## src/md5_params.svh

```systemverilog
`ifndef MD5_PARAMS_SVH
`define MD5_PARAMS_SVH

// **************************************************
// MD5 engine sizing
// **************************************************

// width of one state word
`define MD5_WORD_W 32

// steps in one compression
`define MD5_STEPS 64

// standard chaining values for the first block
`define MD5_IV_A 32'h67452301
`define MD5_IV_B 32'hefcdab89
`define MD5_IV_C 32'h98badcfe
`define MD5_IV_D 32'h10325476

// edges from input acceptance to the edge that samples outValid high
// (64 step registers plus the output register, when never stalled)
`define MD5_LATENCY 65

`endif

```

## src/md5CorePkg.sv

```systemverilog
`default_nettype none

`include "md5_params.svh"

package md5CorePkg;

  // one state word, read as a number or as its bytes
  typedef union packed {
    logic [`MD5_WORD_W-1:0] value;
    logic [3:0][7:0]        bytes;
  } md5WordT;

  // boolean function used by a step
  typedef enum logic [1:0] {
    roundF,
    roundG,
    roundH,
    roundI
  } md5RoundT;

  // **************************************************
  // per-step lookup tables
  // **************************************************

  // sine-derived additive constants
  localparam logic [`MD5_WORD_W-1:0] kTable [`MD5_STEPS] = '{
    32'hd76aa478, 32'he8c7b756, 32'h242070db, 32'hc1bdceee,
    32'hf57c0faf, 32'h4787c62a, 32'ha8304613, 32'hfd469501,
    32'h698098d8, 32'h8b44f7af, 32'hffff5bb1, 32'h895cd7be,
    32'h6b901122, 32'hfd987193, 32'ha679438e, 32'h49b40821,
    32'hf61e2562, 32'hc040b340, 32'h265e5a51, 32'he9b6c7aa,
    32'hd62f105d, 32'h02441453, 32'hd8a1e681, 32'he7d3fbc8,
    32'h21e1cde6, 32'hc33707d6, 32'hf4d50d87, 32'h455a14ed,
    32'ha9e3e905, 32'hfcefa3f8, 32'h676f02d9, 32'h8d2a4c8a,
    32'hfffa3942, 32'h8771f681, 32'h6d9d6122, 32'hfde5380c,
    32'ha4beea44, 32'h4bdecfa9, 32'hf6bb4b60, 32'hbebfbc70,
    32'h289b7ec6, 32'heaa127fa, 32'hd4ef3085, 32'h04881d05,
    32'hd9d4d039, 32'he6db99e5, 32'h1fa27cf8, 32'hc4ac5665,
    32'hf4292244, 32'h432aff97, 32'hab9423a7, 32'hfc93a039,
    32'h655b59c3, 32'h8f0ccc92, 32'hffeff47d, 32'h85845dd1,
    32'h6fa87e4f, 32'hfe2ce6e0, 32'ha3014314, 32'h4e0811a1,
    32'hf7537e82, 32'hbd3af235, 32'h2ad7d2bb, 32'heb86d391
  };

  // rotate amounts, four per round, repeating every four steps
  localparam int shiftTable [16] = '{
    7, 12, 17, 22,
    5,  9, 14, 20,
    4, 11, 16, 23,
    6, 10, 15, 21
  };

  function automatic logic [`MD5_WORD_W-1:0] stepConst(input int idx);
    return kTable[idx];
  endfunction

  function automatic int stepShift(input int idx);
    return shiftTable[(idx / 16) * 4 + (idx % 4)];
  endfunction

  function automatic md5RoundT stepRound(input int idx);
    md5RoundT sel;
    case (idx / 16)
      0: sel = roundF;
      1: sel = roundG;
      2: sel = roundH;
      default: sel = roundI;
    endcase
    return sel;
  endfunction

  // message word 0 is the only nonzero word, used once per round
  function automatic bit stepUsesCounter(input int idx);
    return (idx == 0) || (idx == 19) || (idx == 41) || (idx == 48);
  endfunction

endpackage

`default_nettype wire

```

## src/md5StreamPkg.sv

```systemverilog
`default_nettype none

`include "md5_params.svh"

package md5StreamPkg;

  // search counter, becomes message word 0
  typedef logic [`MD5_WORD_W-1:0] counterT;

  // A in the top word down to D in the bottom word
  typedef logic [3:0][`MD5_WORD_W-1:0] digestT;

endpackage

`default_nettype wire

```

## src/md5Finalize.sv

```systemverilog
`default_nettype none

`include "md5_params.svh"

module md5Finalize
  import md5CorePkg::*;
  import md5StreamPkg::*;
(
  input  logic    CLK,
  input  logic    arstN,
  input  logic    validIn,
  input  md5WordT aIn,
  input  md5WordT bIn,
  input  md5WordT cIn,
  input  md5WordT dIn,
  input  counterT counterIn,
  input  logic    outReady,
  output logic    advance,
  output logic    outValid,
  output digestT  digest,
  output counterT counterOut
);

  // add chaining value, then emit the word little endian
  function automatic md5WordT finishWord(input md5WordT w,
                                         input logic [`MD5_WORD_W-1:0] iv);
    md5WordT sum;
    md5WordT swapped;
    sum.value = w.value + iv;
    for (int i = 0; i < 4; i++)
    begin
      swapped.bytes[i] = sum.bytes[3 - i];
    end
    return swapped;
  endfunction

  md5WordT aFin;
  md5WordT bFin;
  md5WordT cFin;
  md5WordT dFin;

  assign aFin = finishWord(aIn, `MD5_IV_A);
  assign bFin = finishWord(bIn, `MD5_IV_B);
  assign cFin = finishWord(cIn, `MD5_IV_C);
  assign dFin = finishWord(dIn, `MD5_IV_D);

  // **************************************************
  // global stall
  // **************************************************

  // whole pipe moves only if the output slot frees up this cycle
  assign advance = ~outValid | outReady;

  always_ff @(posedge CLK or negedge arstN)
  begin
    if (!arstN)
    begin
      outValid <= 1'b0;
    end
    else if (advance)
    begin
      outValid <= validIn;
    end
  end

  always_ff @(posedge CLK)
  begin
    if (advance)
    begin
      digest     <= {aFin.value, bFin.value, cFin.value, dFin.value};
      counterOut <= counterIn;
    end
  end

endmodule

`default_nettype wire

```

## config.mk

```make
export PLATFORM = sky130hd
export DESIGN_NAME = md5Finalize
export DESIGN_NICKNAME = d
export VERILOG_FILES = /design/src/md5CorePkg.sv /design/src/md5StreamPkg.sv /design/src/md5Finalize.sv
export VERILOG_INCLUDE_DIRS = /design/src
export SDC_FILE = /design/constraint.sdc
export NUM_CORES = 1
export LEC_CHECK = 0
export ABC_CLOCK_PERIOD_IN_PS = 6700
export BUFFER_PORTS_ARGS = -buffer_cell sky130_fd_sc_hd__buf_4
export CORE_UTILIZATION = 25
export DETAILED_ROUTE_END_ITERATION = 8
export RECOVER_POWER = 50
export SYNTH_ARGS = -nofsm -noshare
export SYNTH_HDL_FRONTEND = slang
export SYNTH_SLANG_ARGS = --single-unit
```

## constraint.sdc

```tcl
create_clock -name CLK -period 6.7 [get_ports CLK]
set_clock_uncertainty 0.2 [all_clocks]
set_input_delay 0.67 -clock CLK [delete_from_list [all_inputs] [get_ports CLK]]
set_output_delay 0.67 -clock CLK [all_outputs]
set_load 0.02 [all_outputs]
```

# ---- Word level (Yosys, flattened, before mapping)
# Index checks and enable logic that the tools add are counted.
# W data, S select, Z words.
dict set report word_totals {
  out_inout_bits 162
  wordCells 12
  reg_bits 161
  in_bits 164
}
dict set report classes {
  addsub 4
  n_bitwise 2
}
# operator count
set ops {}
lappend ops {{$add A32 B32 Y32 const B} 2}
lappend ops {{$add A32 B29 Y32 const B} 1}
lappend ops {{$add A32 B31 Y32 const B} 1}
lappend ops {{$not A1 Y1} 1}
lappend ops {{$or A1 B1 Y1} 1}

# ---- Longest topological paths before layout
# Gate-level depths: netlist of the first run.
dict set report logic_depth {
  word_depth 2
  ltp_mapped 7
}

# ---- Least setup slack after synthesis of the first run
# OpenSTA, ideal clock, no wires.
dict set report synth_timing {
  path_type {input -> output}
  startpoint {input port outReady}
  endpoint {output port advance}
  t_arrival_ps 4677
  required_time_ps 5830
  stages 1
  slack_ps 1153
  cell_sequence {nand2b_1}
}
dict set report synth_via {
  elab_chain_cells 1
}
# item line_no
set synth_lines {}
lappend synth_lines {{from (decl)} md5Finalize.sv:17} ;# input logic outReady,
lappend synth_lines {{$or A1 B1 Y1} md5Finalize.sv:52} ;# assign advance = ~outValid | outReady;
lappend synth_lines {{to (decl)} md5Finalize.sv:18} ;# output logic advance,
# Every way passes these cells.

==> results of run 1 <==
[final timing paths]
| check | depth (start not counted) | startpoint | slack [ns] | to |
|---|---|---|---|---|
| max in group asynchronous | 2 | arstN | 5.80 | outValid |
| worst max-delay path | 7 | aIn[0] | 3.48 | digest[100] |
| worst max register to register | 2 | outValid | 3.85 | digest[101] |
| min in group asynchronous | 2 | arstN | 0.42 | outValid |
| worst min-delay path | 2 | validIn | 0.22 | outValid |
| worst min register to register | 1 | outValid | 1.22 | digest[53] |
[critical path, delay by kind of cell]
family / cells / cell delay (ns)
and+or+nand+nor: 3 / 0.87
buffers and inverters: 1 / 0.24
adders and majority gates: 1 / 0.29
AOI/OAI and AO/OA: 2 / 1.13
[cells in the final DEF (no fill, tap or decap), types with 5 or more instances in the layout]
cell and n:
edfxtp_1 160, buf_4 151, clkbuf_1 144, xnor2_1 59
nand2_1 47, xor2_1 41, clkbuf_4 35, nor2_1 32
a21oi_1 31, inv_1 23, o21ai_0 22, nand3_1 18
clkbuf_16 17, nor3_1 15, nor2b_1 10, or3_1 9
nand2b_1 9, and3_1 9, a211oi_1 8, and4_1 7
o211ai_1 7, a31oi_1 7, a21boi_0 6, nand4_1 6
nor3b_1 6, a21o_1 5, nor4_1 5
[sequential cells by signal (all words and copies together), names as in the netlist]
signal / count
digest: 128
counterOut: 32
outValid: 1
[metrics by stage]
step | area (um^2) | hold slack [ns]
after floorplan | 8028 | 0.1744
after detailed placement | 10920 | 0.2504
final | 10940 | 0.2183
after CTS | 11480 | 0.1646
after global placement | 10920 | 0.2489
after global routing | 10940 | 0.1954
[routing by layer]
metal	track usage	up-vias	wire length, um
met5	0	-	0
met4	0.05695	0	455
met3	0.07317	25	2727
met2	0.2335	274	10920
met1	0.1574	3065	9476
li1	-	3115	-
[logic make-up after synthesis]
group / count (synthesis) / synth area share
AO/OA/AOI/OAI: 139 / 0.1211
XOR/XNOR: 100 / 0.1091
adder cells (fa/ha/maj): 4 / 0.006235
buffers and inverters: 41 / 0.01933
flip-flops: 161 / 0.6016
multiplexers: 3 / 0.003897
AND/OR/NAND/NOR: 202 / 0.1387
[power breakdown]
group	switching, uW	internal (uW)
Combinational	327	183
Sequential	27.7	1230
Clock	421	513
Total	775	1930
[area by class of cell]
class,instances,area (um^2),area share
sequential,161,4830,0.4414
multi-input combinational,448,3043,0.2781
timing repair buffer,328,1936,0.1769
tap,402,503.0,0.04597
clock buffer,20,436.7,0.03991
clock inverter,12,107.6,0.009834
inverter,23,86.33,0.007890
[synth_stat cells (all sizes together), types with 7 or more instances]
library cell	instances
a211oi	8
inv	23
nor3	15
a31oi	7
xnor2	59
nor2	32
edfxtp	160
nand2	47
and4	7
clkbuf	17
o211ai	7
xor2	41
nand2b	10
nor2b	10
and3	9
nand3	18
a21oi	31
or3	9
o21ai	25
[timing repair]
item	CTS	global route
resized for setup	0	0
hold endpoints to repair	1	0
hold buffers	1	0
==> flow_metrics.py, run 1 <==
metrics = {
    "power_and_ir_drop": {
        "p_total_uw": 2702,
        "max-vdd-ir-drop_mv": 0.1580,
        "p_leak_uw": 0.004063,
        "pwr_density_cell_nw_per_um2": 246.9,
    },
    "global_route": {
        "grt_pass1_wl_mm": 35.72,
        "grt_antenna_before_repair": 0,
        "first_global_vias": 6411,
        "overflow": 0,
        "grt_max_degree": 71,
        "grtUsageTotal": 0.1432,
    },
    "clock_network": {
        "cts.htree.levels": 4,
        "post_cts_buffers": 0,
        "tritoncts.num_buffers": 17,
        "insertion_delay_ns": 0.44,
        "cts.sinks": 161,
        "cts_tree": "done",
        "cts_buffer_depth": 2,
        "cts_root_buffer": "clkbuf_16",
        "clk_pin_slew_ns": 0.07,
    },
    "synth": {
        "synth-edff-count": 160,
        "ys_seq_elements": 161,
        "syn_inst": 650,
        "yosys.area.top_type_share": 0.5985,
        "syn_nets": 818,
        "synth_top_cells_by_area": "edfxtp_1, xnor2_1, xor2_1",
        "syn_area_um2": 8028,
        "synth_flop_cell": "edfxtp_1",
        "synth_cell_types": 71,
        "synth-seq-area-share": 0.6016,
        "yosysTopAreaCell": "edfxtp_1",
        "postSynthAreaPerCell_um2": 12.35,
        "yosysWarnings": 0,
        "synthArstFlopShare": 0.006211,
    },
    "setup_path": {
        "worstPathCellList": "clkbuf_1 -> ha_1 -> nand3_1 -> o21ai_0 -> a21boi_0 -> and3_1 -> or3b_2",
        "end_kind": "register",
        "cp.required_ns": 6.68,
        "critPathMaxFanout": 6,
        "worstPathArrival_ns": 3.20,
        "crit_type": "input pin to register",
        "cp-start-kind": "input pin",
        "critPathSlowestCell": "o21ai_0",
        "cpPeakStageDelay_ns": 0.70,
    },
    "drt": {
        "routed_via_density": 4.648,
        "drc_errors": 0,
        "wl_mm": 23.58,
        "first_pass_iters": 4,
        "num_vias": 6479,
        "wl_per_cell_um": 16.92,
        "drtAntennaViolNets": 0,
        "first_iter_violations": 262,
    },
    "die": {
        "dieArea_um2": 32830,
        "die_x_um": 181.2,
        "io_pins": 326,
        "core_area_um2": 31560,
        "std_cell_rows": 65,
        "dieHeight_um": 181.2,
        "start_util": 0.2544,
    },
    "timing": {
        "fin_crit_sh": 0.4802,
        "setup_slack_ns": 3.482,
        "rsz0062_at_grt": "no",
        "fin_crit_ns": 3.218,
        "slew_headroom": 0.1337,
        "worst_pin_slew_ns": 1.299,
        "tns_ns": 0,
        "setup_viol": 0,
        "fmax_ghz": 0.3108,
        "hold_violations": 0,
        "drv_slew": 0,
    },
    "placement": {
        "hpwl_mm": 18.25,
        "place_ws_ns": 3.523,
        "gp_congestion": 0.8280,
        "port_buffers": 325,
        "dp_cells": 1361,
    },
    "outcome": {
        "outcome": "completed",
    },
    "worst_hold_path": {
        "hold_path.class": "input pin to register",
    },
    "finish": {
        "fin_nets": 1147,
        "fillCellCount": 3260,
        "areaGrowthSynthToFinish_pct": 36.30,
        "fin_cells": 1394,
        "drive_gt1_frac": 0.2349,
        "antenna_cells": 0,
        "final_util": 0.3467,
    },
    "flow_run": {
        "maxCapViolCount": 0,
    },
}
No activity file was read; power rests on OpenSTA's default activity.
==> inputs of run 2 (changes only) <==
--- a/config.mk
+++ b/config.mk
@@ -6,7 +6,7 @@
 export SDC_FILE = /design/constraint.sdc
 export NUM_CORES = 1
 export LEC_CHECK = 0
-export ABC_CLOCK_PERIOD_IN_PS = 6700
+export ABC_CLOCK_PERIOD_IN_PS = 3000
 export BUFFER_PORTS_ARGS = -buffer_cell sky130_fd_sc_hd__buf_4
 export CORE_UTILIZATION = 25
 export DETAILED_ROUTE_END_ITERATION = 8
==> constraint.sdc (replaced) <==
create_clock -name CLK -period 3 [get_ports CLK]
set_clock_uncertainty 0.2 [all_clocks]
set_input_delay 0.3 -clock CLK [delete_from_list [all_inputs] [get_ports CLK]]
set_output_delay 0.3 -clock CLK [all_outputs]
set_load 0.02 [all_outputs]
==> run 2 against run 1 <==
Compared with the run above: core utilization rose by 4.4 points; final area up 13%; die area is the same; worst hold slack worse by 0.19 ns; critical path type unchanged; critical endpoint unchanged.
==> flow_metrics.py, run 2 (synthesized netlist as in run 1, its figures left out) <==
metrics = {
    "timing": {
        "slew_headroom": 0.4837,
        "fin_crit_sh": 0.9144,
        "setup_viol": 0,
        "fin_crit_ns": 2.743,
        "hold_violations": 0,
        "rsz0062_at_grt": "no",
        "drv_slew": 0,
        "worst_pin_slew_ns": 0.7675,
        "tns_ns": 0,
        "fmax_ghz": 0.3645,
    },
    "finish": {
        "drive_gt1_frac": 0.1898,
        "fillCellCount": 3170,
        "max_flop_register": "digest",
        "areaGrowthSynthToFinish_pct": 53.52,
        "largest_reg_flops": 128,
        "fin_nets": 1293,
        "top_regs": "digest (128), counterOut (32), outValid (1)",
        "final_cell_mix": "clkbuf_1, edfxtp_1, dlygate4sd3_1",
        "final_common_cell": "clkbuf_1",
    },
    "die": {
        "dieHeight_um": 181.2,
        "io_pins": 326,
        "dieArea_um2": 32830,
        "std_cell_rows": 65,
        "die_x_um": 181.2,
        "start_util": 0.2544,
        "core_area_um2": 31560,
    },
    "flow_run": {
        "maxCapViolCount": 0,
    },
    "drt": {
        "first_iter_violations": 319,
        "drtAntennaViolNets": 0,
        "wl_mm": 25.08,
        "wl_per_cell_um": 16.26,
        "first_pass_iters": 5,
        "drc_errors": 0,
        "num_vias": 7029,
        "routed_via_density": 4.558,
    },
    "setup_path": {
        "end_kind": "register",
        "worstPathArrival_ns": 2.72,
        "cp.required_ns": 2.98,
        "critPathMaxFanout": 6,
        "cp-start-kind": "input pin",
        "crit_type": "input pin to register",
        "reg2reg_slack_ns": 1.27,
    },
    "outcome": {
        "outcome": "completed",
    },
    "global_route": {
        "grt_max_degree": 58,
        "grt_antenna_before_repair": 2,
        "first_global_vias": 7212,
        "grt_pass1_wl_mm": 38.85,
        "overflow": 0,
        "grtUsageTotal": 0.1538,
    },
    "power_and_ir_drop": {
        "p_leak_uw": 0.004586,
        "pwr_density_cell_nw_per_um2": 501.9,
        "max-vdd-ir-drop_mv": 0.3517,
        "p_total_uw": 6186,
    },
    "placement": {
        "port_buffers": 325,
        "gp_congestion": 0.8216,
        "hpwl_mm": 18.15,
    },
    "clock_network": {
        "insertion_delay_ns": 0.43,
        "post_cts_resized": 0,
        "cts.sinks": 161,
        "tritoncts.num_buffers": 17,
        "cts_tree": "done",
        "cts_root_buffer": "clkbuf_16",
        "cts_buffer_depth": 2,
        "cts.htree.levels": 4,
        "clk_pin_slew_ns": 0.07,
    },
    "worst_hold_path": {
        "hold_path.class": "input pin to register",
    },
}
[run 2: cell types whose count changed in the layout (fill, tap and decap cells not counted), sizes merged]
cell         before  now
clkbuf          196  220
inv              27   25
clkinvlp          1    3
diode             0    2
buf             151  133
clkinv            6    7
dlygate4sd3       1  140
[run 2: path summary, 6_finish.rpt]
check	start	endpoint	depth (start not counted)
worst max-delay path	aIn[0]	digest[100]	8
worst min register to register	outValid	digest[100]	1
min in group asynchronous	arstN	outValid	3
worst max register to register	outValid	digest[78]	2
worst min-delay path	bIn[12]	digest[84]	2
max in group asynchronous	arstN	outValid	3
[run 2: critical path: stages]
cell and delay [ns]:
dlygate4sd3_1 0.52, clkbuf_1 0.27, ha_1 0.29, nand3_1 0.12, o21ai_1 0.24, a21boi_0 0.28
and3_1 0.26, or3b_2 0.43
[run 2: cell type report]
type	instances	area, um^2	area share
sequential	161	4830	0.3919
timing repair buffer	474	3303	0.2680
multi-input combinational	448	3050	0.2475
tap	402	503.0	0.04081
clock buffer	19	432.9	0.03513
clock inverter	13	113.9	0.009239
inverter	23	86.33	0.007005
antenna	2	5.005	0.0004061
[run 2: power by group]
group | switching (uW) | internal (uW) | leakage [uW]
Sequential | 65.8 | 2740 | 0.00162
Combinational | 766 | 512 | 0.00271
Clock | 957 | 1140 | 0.000259
[run 2: repair_timing]
item | in CTS | in global routing
endpoints found under the setup margin | 0 | 0
buffers inserted | 0 | 0
endpoints found under the hold margin | 136 | 0
hold buffers | 140 | 0
[run 2: through the flow]
step / setup WS [ns] / util / hold WS [ns] / cell area (um^2) / instances
after floorplan: 0.7255 / - / -0.1956 / 8035 / 650
after global placement: 0.4828 / 0.3487 / -0.1230 / 11000 / 1368
after detailed placement: 0.4737 / 0.3487 / -0.1206 / 11000 / 1368
after CTS: 0.3966 / 0.4104 / 0.001642 / 12950 / 1540
after global routing: 0.1781 / 0.3906 / 0.004031 / 12320 / 1542
final: 0.2567 / 0.3906 / 0.02852 / 12320 / 1542
[run 2: routing by layer]
metal / vias to the layer above / track usage / wire length (um)
met5: - / 0 / 0
met4: 0 / 0.04068 / 257
met3: 15 / 0.06632 / 2428
met2: 284 / 0.2648 / 12190
met1: 3318 / 0.1728 / 10200
li1: 3412 / - / -
